### config.mk
export PLATFORM = sky130hd
export DESIGN_NAME = vector_sequencer
export DESIGN_NICKNAME = d
export VERILOG_FILES = /design/src/hdl/ntm_arith_pkg.sv /design/src/hdl/vector_sequencer.sv
export VERILOG_INCLUDE_DIRS = /design/src /design/src/hdl
export SDC_FILE = /design/constraint.sdc
export NUM_CORES = 1
export LEC_CHECK = 0
export ABC_AREA = 1
export BUFFER_PORTS_ARGS = -buffer_cell sky130_fd_sc_hd__clkbuf_2
export CAP_MARGIN = 5
export CORE_AREA = 2 2 72 74
export DETAILED_ROUTE_END_ITERATION = 10
export DIE_AREA = 0 0 74 76
export PLACE_DENSITY_LB_ADDON = 0.15
export REMOVE_ABC_BUFFERS = 1
export SLEW_MARGIN = 20
export SYNTH_ARGS = -nofsm -noshare
export SYNTH_HDL_FRONTEND = slang
export SYNTH_SLANG_ARGS = --single-unit
### constraint.sdc
create_clock -name CLK -period 1.7 [get_ports CLK]
set_clock_uncertainty 0.2 [all_clocks]
set_input_delay 0.17 -clock CLK [delete_from_list [all_inputs] [get_ports CLK]]
set_output_delay 0.17 -clock CLK [all_outputs]
set_load 0.005 [all_outputs]
### src/hdl/ntm_settings.svh
`ifndef NTM_SETTINGS_SVH
`define NTM_SETTINGS_SVH

// Q16.16 word
`define NTM_DATA_SIZE 32
`define NTM_FRAC_BITS 16

// Index and length width
`define NTM_CONTROL_SIZE 4

// Register map caps the vectors at eight words
`define NTM_MAX_LENGTH 8

// Wishbone word address width
`define NTM_WB_ADR_SIZE 7

`endif

### src/hdl/ntm_arith_pkg.sv
`include "ntm_settings.svh"
`default_nettype none

package ntm_arith_pkg;

  //////////////////////////////
  // Data
  //////////////////////////////

  // Signed Q16.16
  typedef logic signed [`NTM_DATA_SIZE-1:0] fixed_t;

  //////////////////////////////
  // State machines
  //////////////////////////////

  // Shift-add multiplier
  typedef enum logic [1:0] {IDLE, RUN, DONE} mult_state_t;

  // Outer product controller, reference order
  typedef enum logic [1:0] {STARTER, INPUT_VECTOR, INPUT_SCALAR, ENDER} vmul_state_t;

endpackage

`default_nettype wire

### src/hdl/vector_sequencer.sv
`timescale 1ns/10ps
`include "ntm_settings.svh"
`default_nettype none

module vector_sequencer import ntm_arith_pkg::*; (
  input  wire logic                         CLK,
  input  wire logic                         RST,
  input  wire logic                         start,
  input  wire logic [`NTM_CONTROL_SIZE-1:0] length,
  output logic      [2:0]                   a_addr,
  input  fixed_t                            a_data,
  output logic      [2:0]                   b_addr,
  input  fixed_t                            b_data,
  output logic                              vector_enable,
  output logic                              scalar_enable,
  output fixed_t                            data_in,
  input  wire logic                         ready,
  input  wire logic                         vector_done,
  input  wire logic                         scalar_done,
  input  fixed_t                            data_out,
  output logic                              res_we,
  output logic      [5:0]                   res_addr,
  output fixed_t                            res_data,
  output logic                              finish
);

  //////////////////////////////
  // Counters
  //////////////////////////////

  // Row i and column j of the product in flight
  logic [2:0] row;
  logic [2:0] col;
  logic       last_col;

  assign last_col = ({1'b0, col} == length - `NTM_CONTROL_SIZE'd1);

  // Each offer is one cycle; the controller already waits in the matching state
  always_ff @(posedge CLK or posedge RST) begin
    if (RST) begin
      row           <= '0;
      col           <= '0;
      vector_enable <= 1'b0;
      scalar_enable <= 1'b0;
      finish        <= 1'b0;
    end else begin
      vector_enable <= 1'b0;
      scalar_enable <= 1'b0;
      finish        <= 1'b0;
      if (start) begin
        // A[0] first
        row           <= '0;
        col           <= '0;
        vector_enable <= 1'b1;
      end else begin
        // Row operand taken, B[0] follows
        if (vector_enable) begin
          scalar_enable <= 1'b1;
        end
        if (scalar_done) begin
          if (last_col) begin
            col <= '0;
            row <= row + 3'd1;
          end else begin
            col <= col + 3'd1;
          end
          if (ready) begin
            finish <= 1'b1;
          end else if (vector_done) begin
            vector_enable <= 1'b1;
          end else begin
            scalar_enable <= 1'b1;
          end
        end
      end
    end
  end

  //////////////////////////////
  // Operand and result paths
  //////////////////////////////

  assign a_addr  = row;
  assign b_addr  = col;
  assign data_in = vector_enable ? a_data : b_data;

  // Counters still point at the finished product here
  assign res_we   = scalar_done;
  assign res_addr = {row, col};
  assign res_data = data_out;

endmodule

`default_nettype wire

==> impl_metrics.csv, run 1 <==
group,metric,value,unit
pwr,power_frac_clock,28.2,%
sta,hold_viol,0,
route,viasPerCell,4.118,
run,cap_violations,0,
synth,synth_top_family_by_area,"simple AND/OR/NAND/NOR gates",
status,status,"completed",
route,vias,1536,
grt,gr-total-overflow,0,
pwr,vdd_drop_max,0.0003478,V
die,die_w,74,microns
clocking,cts_setup_buffers,0,
synth,netlist_instances,217,
min_path,hold_class,"input port to register",
route,ant_nets,0,
critical_path,crit_path_end_kind,"register",
synth,ys_types,19,
place,dpl_cell_area,1654,sq um
final_layout,layout_common_cells,"clkbuf_2 (121), nand2_1 (113), inv_1 (15)",
pwr,pwr-share-seq,28.2,%
final_layout,final_area,1744,sq um
grt,first_global_vias,1399,
synth,synthSimpleGateAreaFrac,44.30,%
synth,synth_compound_area_share,2.200,%
pwr,p_per_area,491.4,nW/um^2
synth,async_flop_share,100.0,%
pwr,power.leakage,1.180,nW
sta,slew_headroom,77.81,%
critical_path,arrival,1.60,ns
sta,timing.final.crit_share,96.47,%
sta,rsz0062_at_grt,"no",
die,rows,26,
synth,syn_area,1251,sq um
grt,grt_usage,15.69,%
synth,synth-edff-count,0,
pwr,switchingPower,0.2798,mW
clocking,ctsHtreeMaxLevel,1,
synth,avgSynthCellArea,5.766,sq um
synth,synthAdderAreaFrac,3.000,%
die,die_h,76,microns
sta,fmax,0.6098,GHz
final_layout,layout.cells.non_filler,373,
synth,synthFlopType,"dfrtp_1",
clocking,clk_pin_slew,0.04,ns
sta,fin_crit,1.640,ns
final_layout,layout.nets,413,
place,dpl.cell_count,365,
synth,synth-xor-area-share,1.400,%
place,io_buffers,121,
die,die-area,5624,sq um
grt,grt_pass1_wl,6789,microns
critical_path,path_max_fanout,2,
pwr,switching_share,32.65,%
critical_path,crit_required,1.66,ns
pwr,intPower,0.5772,mW
sta,worst_pin_slew,0.3324,ns
route,drt_iter0_markers,55,
sta,worst_slack,0.06000,ns
final_layout,drive_above_1_share,45.21,%
grt,grt_max_degree,33,
synth,yosysWarnings,0,
route,drt_wl_total,4640,microns
grt,antenna_found_initial,0,
clocking,cts_tree,"done",
final_layout,utilization,35.51,%
sta,setup_viol,0,
critical_path,worstSetupPathType,"input port to register",
clocking,root_buffer,"clkbuf_8",
sta,holdWs,0.04789,ns
place,dp_hpwl,3945,microns
place,place.gp.congestion,0.7803,
final_layout,insertedDiodeCount,0,
route,dr.pass1.iters,2,
die,start_util,25.47,%
sta,fin_tns_setup,0,ns
final_layout,area_growth,39.40,%
die,core-area,4912,sq um
critical_path,r2r_setup_slack,0.32,ns
synth,synth.ff_latch_count,9,
clocking,clk_latency,0.23,ns
min_path,hold_depth,4,
clocking,cts.sinks,9,
clocking,cts-buffers-inserted,3,
critical_path,critPathLaunchType,"input port",
place,dp_slack,0.1702,ns
pwr,combPwrFrac,43.6,%
route,drc_errors,0,
clocking,cts_buffer_depth,2,
final_layout,nFillCells,553,
pwr,power,0.8570,mW
route,wl_per_cell,12.44,microns
final_layout,final_common_cell,"clkbuf_2",
synth,synth_mux_area_share,0,%
synth,ys_seq_area_share,18.00,%
sta,maxSlewViolCount,0,
die,num_io_pins,186,
critical_path,reg2regPathDepth,7,
==> logic make-up after synthesis <==
group	Yosys count
simple gates	135
xor+xnor	2
buf+inv	63
fa+ha+maj	3
flops	9
compound gates	5
==> flip-flops by register name, indices dropped and copies added, names as in the netlist <==
name,count
b_addr,3
vector_enable,1
scalar_enable,1
finish,1
a_addr,3
==> worst paths after layout <==
| path | start | end |
|---|---|---|
| setup / recovery | ready | vector_enable |
| max in group asynchronous | RST | a_addr[2] |
| hold / removal | vector_done | scalar_enable |
| hold reg to reg | a_addr[1] | a_addr[1] |
| setup reg to reg | b_addr[0] | a_addr[1] |
| min in group asynchronous | RST | b_addr[0] |
==> power groups by stage <==
stage               sequential (mW)  clock [mW]  combinational, mW
finish                        0.241       0.242              0.374
global route                  0.244       0.259              0.432
CTS                           0.242       0.249              0.380
detailed placement            0.245           0              0.371
global placement              0.245           0              0.371
floorplan                     0.253           0              0.149
==> final cells by class <==
cell class / count / area, sq um / share of cell area (%)
Timing Repair Buffer: 128 / 680.7 / 39.02
Multi-Input combinational cell: 145 / 641.9 / 36.80
Sequential cell: 9 / 225.2 / 12.91
Tap cell: 70 / 87.58 / 5.022
Inverter: 17 / 63.81 / 3.659
Clock buffer: 4 / 45.04 / 2.583
==> per-layer routing <==
metal,global-route usage (%),vias to the layer above,share of wire (%)
met5,6.061,-,0.63
met4,2.182,2,0.37
met3,9.921,6,16
met2,25.71,111,44
met1,16.94,634,39
li1,-,783,-
==> worst max-delay path, stage by stage <==
cell and delay, ns:
dlygate4sd3_1 0.53, clkbuf_2 0.11, o31ai_2 0.22, dlygate4sd3_1 0.57
==> Yosys cell counts, types with 3 or more instances <==
cell type	number	area, sq um
nand2_1	113	424.2
buf_4	39	292.8
inv_1	15	56.30
dfrtp_1	9	225.2
nand3_1	9	45.04
buf_2	5	25.02
nor2_1	5	18.77
nand2_2	4	25.02
ha_1	3	37.54
==> repair_timing <==
item	CTS	global route
hold buffers	4	0
endpoints found under the hold margin	12	0
setup endpoints to repair	0	1
gates resized for setup	0	1
(Power assumes the default switching activity.)
==> run 2: changes to the inputs <==
RECOVER_POWER = 25   (was unset)
clock period = 1.6 ns   (was 1.7 ns; I/O delays follow)
==> impl_metrics.csv, run 2 (synthesis results as in run 1) <==
group,metric,value,unit
pwr,vdd_drop_max,0.0003909,V
die,die-area,5624,sq um
sta,setup_viol,0,
place,dp_hpwl,3959,microns
clocking,ctsHtreeMaxLevel,1,
grt,antenna_found_initial,0,
sta,holdWs,0.05220,ns
sta,maxSlewViolCount,0,
final_layout,final_common_cell,"clkbuf_2",
critical_path,arrival,1.18,ns
final_layout,layout_common_cells,"clkbuf_2 (121), nand2_1 (113), inv_1 (14)",
critical_path,critPathLaunchType,"register",
route,viasPerCell,4.188,
route,ant_nets,0,
die,start_util,25.47,%
clocking,clk_pin_slew,0.04,ns
route,wl_per_cell,13.25,microns
grt,grt_max_degree,33,
clocking,cts-buffers-inserted,3,
clocking,root_buffer,"clkbuf_8",
final_layout,nFillCells,543,
critical_path,crit_path_end_kind,"output pin",
pwr,power.leakage,1.215,nW
critical_path,cp-startpoint,"vector_enable",
clocking,cts.sinks,9,
sta,fmax,0.6491,GHz
place,place.gp.congestion,0.7814,
grt,gr-total-overflow,0,
clocking,cts_buffer_depth,2,
critical_path,path_max_fanout,8,
critical_path,worstSetupPathType,"register to output pin",
min_path,hold_class,"input port to register",
pwr,p_per_area,522.2,nW/um^2
status,status,"completed",
final_layout,insertedDiodeCount,0,
sta,worst_pin_slew,0.3437,ns
die,die_h,76,microns
clocking,clk_latency,0.23,ns
grt,grt_usage,15.58,%
sta,fin_crit,1.541,ns
route,dr.pass1.iters,4,
route,drt_wl_total,4995,microns
grt,first_global_vias,1364,
grt,grt_pass1_wl,6720,microns
critical_path,crit_required,1.24,ns
die,num_io_pins,186,
critical_path,timing.rr.start,"b_addr[0]",
die,rows,26,
die,die_w,74,microns
final_layout,drive_above_1_share,45.93,%
sta,slew_headroom,77.06,%
run,cap_violations,0,
sta,worst_slack,0.05949,ns
route,drt_iter0_markers,24,
min_path,worstHoldStart,"scalar_done",
place,io_buffers,121,
clocking,cts_tree,"done",
route,vias,1579,
sta,timing.final.crit_share,96.28,%
sta,hold_viol,0,
route,drc_errors,0,
place,dp_slack,0.08662,ns
final_layout,area_growth,45.00,%
die,core-area,4912,sq um
sta,rsz0062_at_grt,"yes",
final_layout,layout.nets,417,
[run 2: cell types whose count changed in the layout (fill, tap and decap cells not counted)]
cell,previous run,this run
clkbuf_16,0,2
o31ai_1,0,1
inv_1,15,14
o31ai_2,1,0
inv_4,0,1
buf_6,0,2
[run 2: power by group]
group | internal (mW) | switching (mW) | leakage [nW]
clock | 0.173 | 0.0884 | 0.0228
sequential | 0.242 | 0.0159 | 0.119
combinational | 0.218 | 0.210 | 1.07
total | 0.633 | 0.314 | 1.21
[run 2: final cells by class]
| class | instances | area [sq um] | area share (%) |
|---|---|---|---|
| repair buffers | 132 | 753.2 | 41.52 |
| multi-input cells | 145 | 636.9 | 35.10 |
| flip-flops and latches | 9 | 225.2 | 12.41 |
| well taps | 70 | 87.58 | 4.828 |
| inverters | 17 | 66.31 | 3.655 |
| clock buffers | 4 | 45.04 | 2.483 |
[run 2: what timing repair did]
action,in CTS,in global routing
buffers inserted,0,1
gates resized for setup,0,3
hold buffers,4,0
endpoints found under the hold margin,12,0
setup endpoints to repair,0,25
[run 2: metal layers]
layer	vias up	track usage [%]	wire length, microns
met2	110	25.36	2237
li1	791	-	-
met4	2	1.636	18
met3	6	10.19	745
met1	670	16.99	1963
met5	-	6.061	29
[run 2: metrics by stage]
stage          TNS (ns)  instance area, sq um  instances  power (mW)  utilization, %
2_1_floorplan    -9.630                 925.9        171      0.4274               -
3_3_place_gp          0                  1654        365      0.6545           33.67
3_5_place_dp          0                  1654        365      0.6554           33.67
4_1_cts               0                  1739        373      0.9297           35.41
5_1_grt        -0.03578                  1814        377       1.033           36.93
6_report              0                  1814        377      0.9474           36.93
[run 2: final timing paths]
path                            endpoint  slack, ns  cells past startpoint
max reg2reg                    a_addr[0]       0.22                      7
max                           data_in[2]       0.06                      5
min in group asynchronous      b_addr[2]       0.22                      3
min reg2reg                    a_addr[1]       0.37                      2
max in group asynchronous      a_addr[0]       0.73                      3
min                        vector_enable       0.05                      3
[run 2: critical path: stages, from the launching register on]
cell and delay (ns):
dfrtp_1 0.42, inv_4 0.14, clkbuf_16 0.17, nand2_1 0.05, nand2_1 0.06, clkbuf_2 0.12
