$ cat src/hdl/ntm_settings.svh
`ifndef NTM_SETTINGS_SVH
`define NTM_SETTINGS_SVH

// Q16.16 word
`define NTM_DATA_SIZE 32
`define NTM_FRAC_BITS 16

// Index and length width
`define NTM_CONTROL_SIZE 4

// Register map caps the vectors at eight words
`define NTM_MAX_LENGTH 8

// Wishbone word address width
`define NTM_WB_ADR_SIZE 7

`endif

$ cat src/hdl/ntm_arith_pkg.sv
`include "ntm_settings.svh"
`default_nettype none

package ntm_arith_pkg;

  //////////////////////////////
  // Data
  //////////////////////////////

  // Signed Q16.16
  typedef logic signed [`NTM_DATA_SIZE-1:0] fixed_t;

  //////////////////////////////
  // State machines
  //////////////////////////////

  // Shift-add multiplier
  typedef enum logic [1:0] {IDLE, RUN, DONE} mult_state_t;

  // Outer product controller, reference order
  typedef enum logic [1:0] {STARTER, INPUT_VECTOR, INPUT_SCALAR, ENDER} vmul_state_t;

endpackage

`default_nettype wire

$ cat src/hdl/scalar_fixed_multiplier.sv
`timescale 1ns/10ps
`include "ntm_settings.svh"
`default_nettype none

module scalar_fixed_multiplier import ntm_arith_pkg::*; (
  input  wire logic   CLK,
  input  wire logic   RST,
  input  wire logic   start,
  input  fixed_t      a,
  input  fixed_t      b,
  output logic        ready,
  output fixed_t      p
);

  //////////////////////////////
  // Signals
  //////////////////////////////

  mult_state_t state;

  // Magnitudes and running sum
  logic [2*`NTM_DATA_SIZE-1:0]        mcand;
  logic [`NTM_DATA_SIZE-1:0]          mplier;
  logic [2*`NTM_DATA_SIZE-1:0]        acc;
  logic                               neg;
  logic [4:0]                         count;
  logic signed [2*`NTM_DATA_SIZE-1:0] product;
  logic [`NTM_DATA_SIZE-1:0]          mag_a;
  logic [`NTM_DATA_SIZE-1:0]          mag_b;

  // Two's complement of the minimum still fits as unsigned
  assign mag_a = a[`NTM_DATA_SIZE-1] ? `NTM_DATA_SIZE'(-a) : a;
  assign mag_b = b[`NTM_DATA_SIZE-1] ? `NTM_DATA_SIZE'(-b) : b;

  //////////////////////////////
  // Control
  //////////////////////////////

  always_ff @(posedge CLK or posedge RST) begin
    if (RST) begin
      state <= IDLE;
      count <= '0;
      acc   <= '0;
      neg   <= 1'b0;
    end else begin
      case (state)
        IDLE: begin
          // Start only honoured here
          if (start) begin
            acc   <= '0;
            neg   <= a[`NTM_DATA_SIZE-1] ^ b[`NTM_DATA_SIZE-1];
            count <= '0;
            state <= RUN;
          end
        end
        RUN: begin
          if (mplier[0]) begin
            acc <= acc + mcand;
          end
          count <= count + 5'd1;
          // 32 iterations
          if (count == 5'd31) begin
            state <= DONE;
          end
        end
        // Result cycle
        DONE: state <= IDLE;
        default: state <= IDLE;
      endcase
    end
  end

  // Operand shifters
  always_ff @(posedge CLK) begin
    if (state == IDLE && start) begin
      mcand  <= {{`NTM_DATA_SIZE{1'b0}}, mag_a};
      mplier <= mag_b;
    end else if (state == RUN) begin
      mcand  <= mcand << 1;
      mplier <= mplier >> 1;
    end
  end

  //////////////////////////////
  // Result
  //////////////////////////////

  // Sign back on, then truncate to Q16.16
  assign product = neg ? -$signed(acc) : $signed(acc);
  assign p       = product[`NTM_FRAC_BITS+`NTM_DATA_SIZE-1:`NTM_FRAC_BITS];
  assign ready   = (state == DONE);

endmodule

`default_nettype wire

$ cat src/hdl/vector_multiplication.sv
`timescale 1ns/10ps
`include "ntm_settings.svh"
`default_nettype none

module vector_multiplication import ntm_arith_pkg::*; (
  input  wire logic                         CLK,
  input  wire logic                         RST,
  input  wire logic                         start,
  input  wire logic [`NTM_CONTROL_SIZE-1:0] length_in,
  input  wire logic                         vector_enable,
  input  wire logic                         scalar_enable,
  input  fixed_t                            data_in,
  output logic                              ready,
  output logic                              vector_done,
  output logic                              scalar_done,
  output fixed_t                            data_out
);

  //////////////////////////////
  // Signals
  //////////////////////////////

  vmul_state_t state;

  // Loop indices
  logic [`NTM_CONTROL_SIZE-1:0] index_vector_loop;
  logic [`NTM_CONTROL_SIZE-1:0] index_scalar_loop;
  logic [`NTM_CONTROL_SIZE-1:0] last_index;

  // Multiplier side
  fixed_t vec_op;
  fixed_t scal_op;
  logic   mult_start;
  logic   mult_ready;
  fixed_t mult_p;

  assign last_index = length_in - `NTM_CONTROL_SIZE'd1;

  //////////////////////////////
  // Loop FSM
  //////////////////////////////

  always_ff @(posedge CLK or posedge RST) begin
    if (RST) begin
      state             <= STARTER;
      index_vector_loop <= '0;
      index_scalar_loop <= '0;
      mult_start        <= 1'b0;
      ready             <= 1'b0;
      vector_done       <= 1'b0;
      scalar_done       <= 1'b0;
    end else begin
      // Strobes are single cycle
      mult_start  <= 1'b0;
      ready       <= 1'b0;
      vector_done <= 1'b0;
      scalar_done <= 1'b0;
      case (state)
        STARTER: begin
          if (start) begin
            index_vector_loop <= '0;
            index_scalar_loop <= '0;
            state             <= INPUT_VECTOR;
          end
        end
        INPUT_VECTOR: begin
          // Wait for A[i]
          if (vector_enable) begin
            state <= INPUT_SCALAR;
          end
        end
        INPUT_SCALAR: begin
          // B[j] taken, kick off the product
          if (scalar_enable) begin
            mult_start <= 1'b1;
            state      <= ENDER;
          end
        end
        ENDER: begin
          if (mult_ready) begin
            scalar_done <= 1'b1;
            if (index_vector_loop == last_index && index_scalar_loop == last_index) begin
              // Last product of the matrix
              ready <= 1'b1;
              state <= STARTER;
            end else if (index_scalar_loop == last_index) begin
              // Row finished
              vector_done       <= 1'b1;
              index_vector_loop <= index_vector_loop + `NTM_CONTROL_SIZE'd1;
              index_scalar_loop <= '0;
              state             <= INPUT_VECTOR;
            end else begin
              index_scalar_loop <= index_scalar_loop + `NTM_CONTROL_SIZE'd1;
              state             <= INPUT_SCALAR;
            end
          end
        end
        default: state <= STARTER;
      endcase
    end
  end

  // Operand and result latches
  always_ff @(posedge CLK) begin
    if (state == INPUT_VECTOR && vector_enable) begin
      vec_op <= data_in;
    end
    if (state == INPUT_SCALAR && scalar_enable) begin
      scal_op <= data_in;
    end
    if (state == ENDER && mult_ready) begin
      data_out <= mult_p;
    end
  end

  //////////////////////////////
  // Multiplier
  //////////////////////////////

  scalar_fixed_multiplier mult0 (
    .CLK  (CLK),
    .RST  (RST),
    .start(mult_start),
    .a    (vec_op),
    .b    (scal_op),
    .ready(mult_ready),
    .p    (mult_p)
  );

endmodule

`default_nettype wire

$ cat config.mk
export PLATFORM = sky130hd
export DESIGN_NAME = vector_multiplication
export DESIGN_NICKNAME = d
export VERILOG_FILES = /design/src/hdl/ntm_arith_pkg.sv /design/src/hdl/scalar_fixed_multiplier.sv /design/src/hdl/vector_multiplication.sv
export VERILOG_INCLUDE_DIRS = /design/src /design/src/hdl
export SDC_FILE = /design/constraint.sdc
export NUM_CORES = 1
export LEC_CHECK = 0
export BUFFER_PORTS_ARGS = -buffer_cell sky130_fd_sc_hd__buf_4
export CORE_MARGIN = 2
export CORE_UTILIZATION = 60
export DETAILED_ROUTE_END_ITERATION = 8
export PLACE_DENSITY_LB_ADDON = 0.05
export SYNTH_ARGS = -nofsm -noshare
export SYNTH_HDL_FRONTEND = slang
export SYNTH_SLANG_ARGS = --single-unit
$ cat constraint.sdc
create_clock -name CLK -period 7.01 [get_ports CLK]
set_input_delay 1.402 -clock CLK [delete_from_list [all_inputs] [get_ports CLK]]
set_output_delay 1.402 -clock CLK [all_outputs]
set_load 0.02 [all_outputs]
==> run summary <==
share of layout cells above drive strength 1: 10.33%
max-cap viol count: 0
Clk Latency, worst-skew pair: 0.55 ns
Seq/Total Area, Yosys: 50.81%
Resized Gates After CTS: 0
number of global-route vias before repair: 9577
Yosys top cell area share: 35.50%
leading area contributor after synthesis: edfxtp_1
Data required, critical path: 7.44 ns
RSZ-0062 raised after global routing: no
top-count cell post-synth: nand2_1
number of CTS-inserted buffers: 27
cells on worst reg2reg path: 11
P_leak: 6.124 nW
post-synthesis adder-cell area fraction: 5.141%
first-pass GRT wire length: 48910 µm
global-route total usage across every layer: 25.15%
Critical path destination: mult0.acc[46]$_DFFE_PP0P_
TritonCTS Sinks: 246
Max Fclk: 284.4 MHz
Hold Buf Count CTS: 0
Cell Rows: 54
Cell variety after synth: 68
crit path max fanout: 4
Via density: 5.947
final setup skew: 0.009005 ns
most frequent cells after synthesis: nand2_1 (219), edfxtp_1 (160), o21ai_0 (152)
postcts setup bufs: 0
die area: 23770 µm²
via count: 10130
clock transition at the registers of the reported paths: 0.06 ns
Power Dens Cells: 437.6 nW/µm²
R2R Path End: mult0.acc[46]$_DFFE_PP0P_
slew of the pin with the lowest slew margin: 1.096 ns
status: complete, no violations
Clock Tree Buf Depth: 3
die width: 154.2 µm
register bit total from synthesis: 246
initial antenna violation count: 0
final hold vios: 0
EDFF count, synth: 160
largest cells by area after synthesis: edfxtp_1 (36%), dfrtp_1 (13%), nand2_1 (6.1%)
DP Area: 14320 µm²
setup tns final: 0 ns
CTS tree: done
reg2reg start: mult0.acc[0]$_DFFE_PP0P_
Worst setup SP type: flop
largest net degree at the start of global routing: 115
CTS root buffer: clkbuf_16
type of the most critical hold path: reg -> reg
maximum vdd drop: 0.2404 mV
crit path from: mult0.acc[0]$_DFFE_PP0P_
Net Count, Synth: 1441
ys flop type: edfxtp_1
fin crit share: 50.16%
fraction of registers with async set/reset: 28.46%
Final Util: 69.14%
fin. max-slew vios: 0
Setup Viol. Count Final: 0
WL/cell: 17.29 µm
shortest period the worst path allows: 3.516 ns
Buffers on Ports: 75
Post-Synth Simple-Gate Area: 15.67%
post-synthesis compound-gate area fraction: 16.25%
gr ovfl total: 0
crit path kind: reg -> reg
ANT cells: 0
final wirelength: 29440 µm
Placed Cells incl. Taps: 1653
Residual DRC: 0
Post-Synth XOR/XNOR Area: 8.876%
Final #Nets: 1498
Fill cells: 1702
synthesized netlist cell count: 1345
worst endpoint data arrival time: 3.95 ns
final non-filler cell total: 1703
Die Y: 154.2 µm
Final GP Congestion: 0.8978
area grow syn2layout: 12.19%
Setup crit end kind: flop
Initial Util: 61.63%
Syn Area/Cell: 10.06 µm²
synth warn: 0
largest family of logic cells by synthesized area: compound AO/OA/AOI/OAI gates
Post-DRT Antenna Nets: 0
Syn Std Cell Area: 13530 µm²
post-detail-place hpwl: 20950 µm
drt pass-1 iters: 5
Design Area, Final: 15180 µm²
Initial DRC Count: 655
mux cell area share after synthesis: 0.6934%
R2R setup slack: 3.49 ns
hold depth: 2
H-tree depth: 1
core outline area: 21960 µm²
Ports: 76
relative slew slack: 26.95%
==> worst min-delay path by stage <==
stage | start | endpoint | slack (ns)
global placement | mult0.mcand[47]$_SDFFE_PP0P_ | mult0.mcand[47]$_SDFFE_PP0P_ | 0.45
finish | mult0.mcand[47]$_SDFFE_PP0P_ | mult0.mcand[47]$_SDFFE_PP0P_ | 0.46
floorplan | mult0.mcand[47]$_SDFFE_PP0P_ | mult0.mcand[47]$_SDFFE_PP0P_ | 0.44
CTS | mult0.mcand[47]$_SDFFE_PP0P_ | mult0.mcand[47]$_SDFFE_PP0P_ | 0.46
detailed placement | mult0.mcand[47]$_SDFFE_PP0P_ | mult0.mcand[47]$_SDFFE_PP0P_ | 0.46
global route | mult0.mcand[47]$_SDFFE_PP0P_ | mult0.mcand[47]$_SDFFE_PP0P_ | 0.49
==> report_power, final <==
part	leakage (nW)	total (mW)	switching [mW]	internal (mW)
combinational	3.19	2.83	1.70	1.13
sequential	2.52	2.46	0.388	2.07
clock	0.422	1.35	0.559	0.791
==> layout by cell type, fill, tap and decap left out, types with 13 or more instances in the layout <==
cell | synthesis | routed
xnor2_1 | 58 | 58
inv_1 | 35 | 33
nor2_1 | 62 | 60
buf_4 | 0 | 85
o31ai_1 | 27 | 27
edfxtp_1 | 160 | 160
nand4_1 | 21 | 21
a21o_1 | 15 | 15
ha_1 | 54 | 54
nor3_1 | 15 | 15
xor2_1 | 74 | 74
clkbuf_16 | 0 | 28
nand2b_1 | 22 | 22
o21ai_0 | 152 | 152
dfxtp_1 | 16 | 16
dfrtp_1 | 70 | 70
nand2_1 | 219 | 219
nand3_1 | 21 | 21
or4_1 | 18 | 18
a21oi_1 | 76 | 76
o211ai_1 | 13 | 13
==> per-layer routing <==
layer / global-route usage, % / up-vias / wire length (µm)
met5: 0 / - / 0
met4: 4.984 / 0 / 446
met3: 3.530 / 27 / 1585
met2: 38.54 / 244 / 12900
met1: 38.69 / 4822 / 14500
li1: - / 5035 / -
==> cell families after synthesis <==
family | Yosys count
AO/OA/AOI/OAI | 362
buffers and inverters | 92
multiplexers | 9
XOR/XNOR | 134
AND/OR/NAND/NOR | 447
flip-flops | 246
adder cells (fa/ha/maj) | 55
==> sequential cells by signal, indices dropped and copies added, names as in the netlist, 2 cells and up <==
name,cells
mult0.state,2
vec_op,32
mult0.acc,48
state,2
data_out,32
mult0.mcand,48
index_vector_loop,4
mult0.mplier,32
scal_op,32
index_scalar_loop,4
mult0.count,5
==> worst max-delay path: stages, from the launching register on <==
cell	delay [ns]
dfrtp_1	0.39
ha_1	0.20
inv_1	0.06
fa_1	0.38
nand2b_1	0.21
a211oi_1	0.45
o21ai_0	0.23
a311oi_1	0.52
o2111ai_1	0.25
a211oi_1	0.33
o21ai_0	0.13
a32o_1	0.26
==> layout make-up <==
| cell class | count | area, µm² | area share, % |
|---|---|---|---|
| tap | 280 | 350.3 | 2.308 |
| timing repair buffer | 85 | 638.1 | 4.203 |
| multi-input combinational | 1007 | 6326 | 41.67 |
| clock buffer | 43 | 807.0 | 5.316 |
| clock inverter | 7 | 52.55 | 0.3461 |
| sequential | 246 | 6877 | 45.29 |
| inverter | 35 | 131.4 | 0.8653 |
==> through the flow <==
step	power (mW)	setup slack, ns	hold slack (ns)
6_report	6.644	3.494	0.4639
5_1_grt	7.151	3.264	0.4865
4_1_cts	6.637	3.556	0.4646
3_5_place_dp	5.257	3.562	0.4552
3_3_place_gp	5.204	3.641	0.4521
2_1_floorplan	4.561	2.710	0.4415
(Power assumes the default switching activity.)
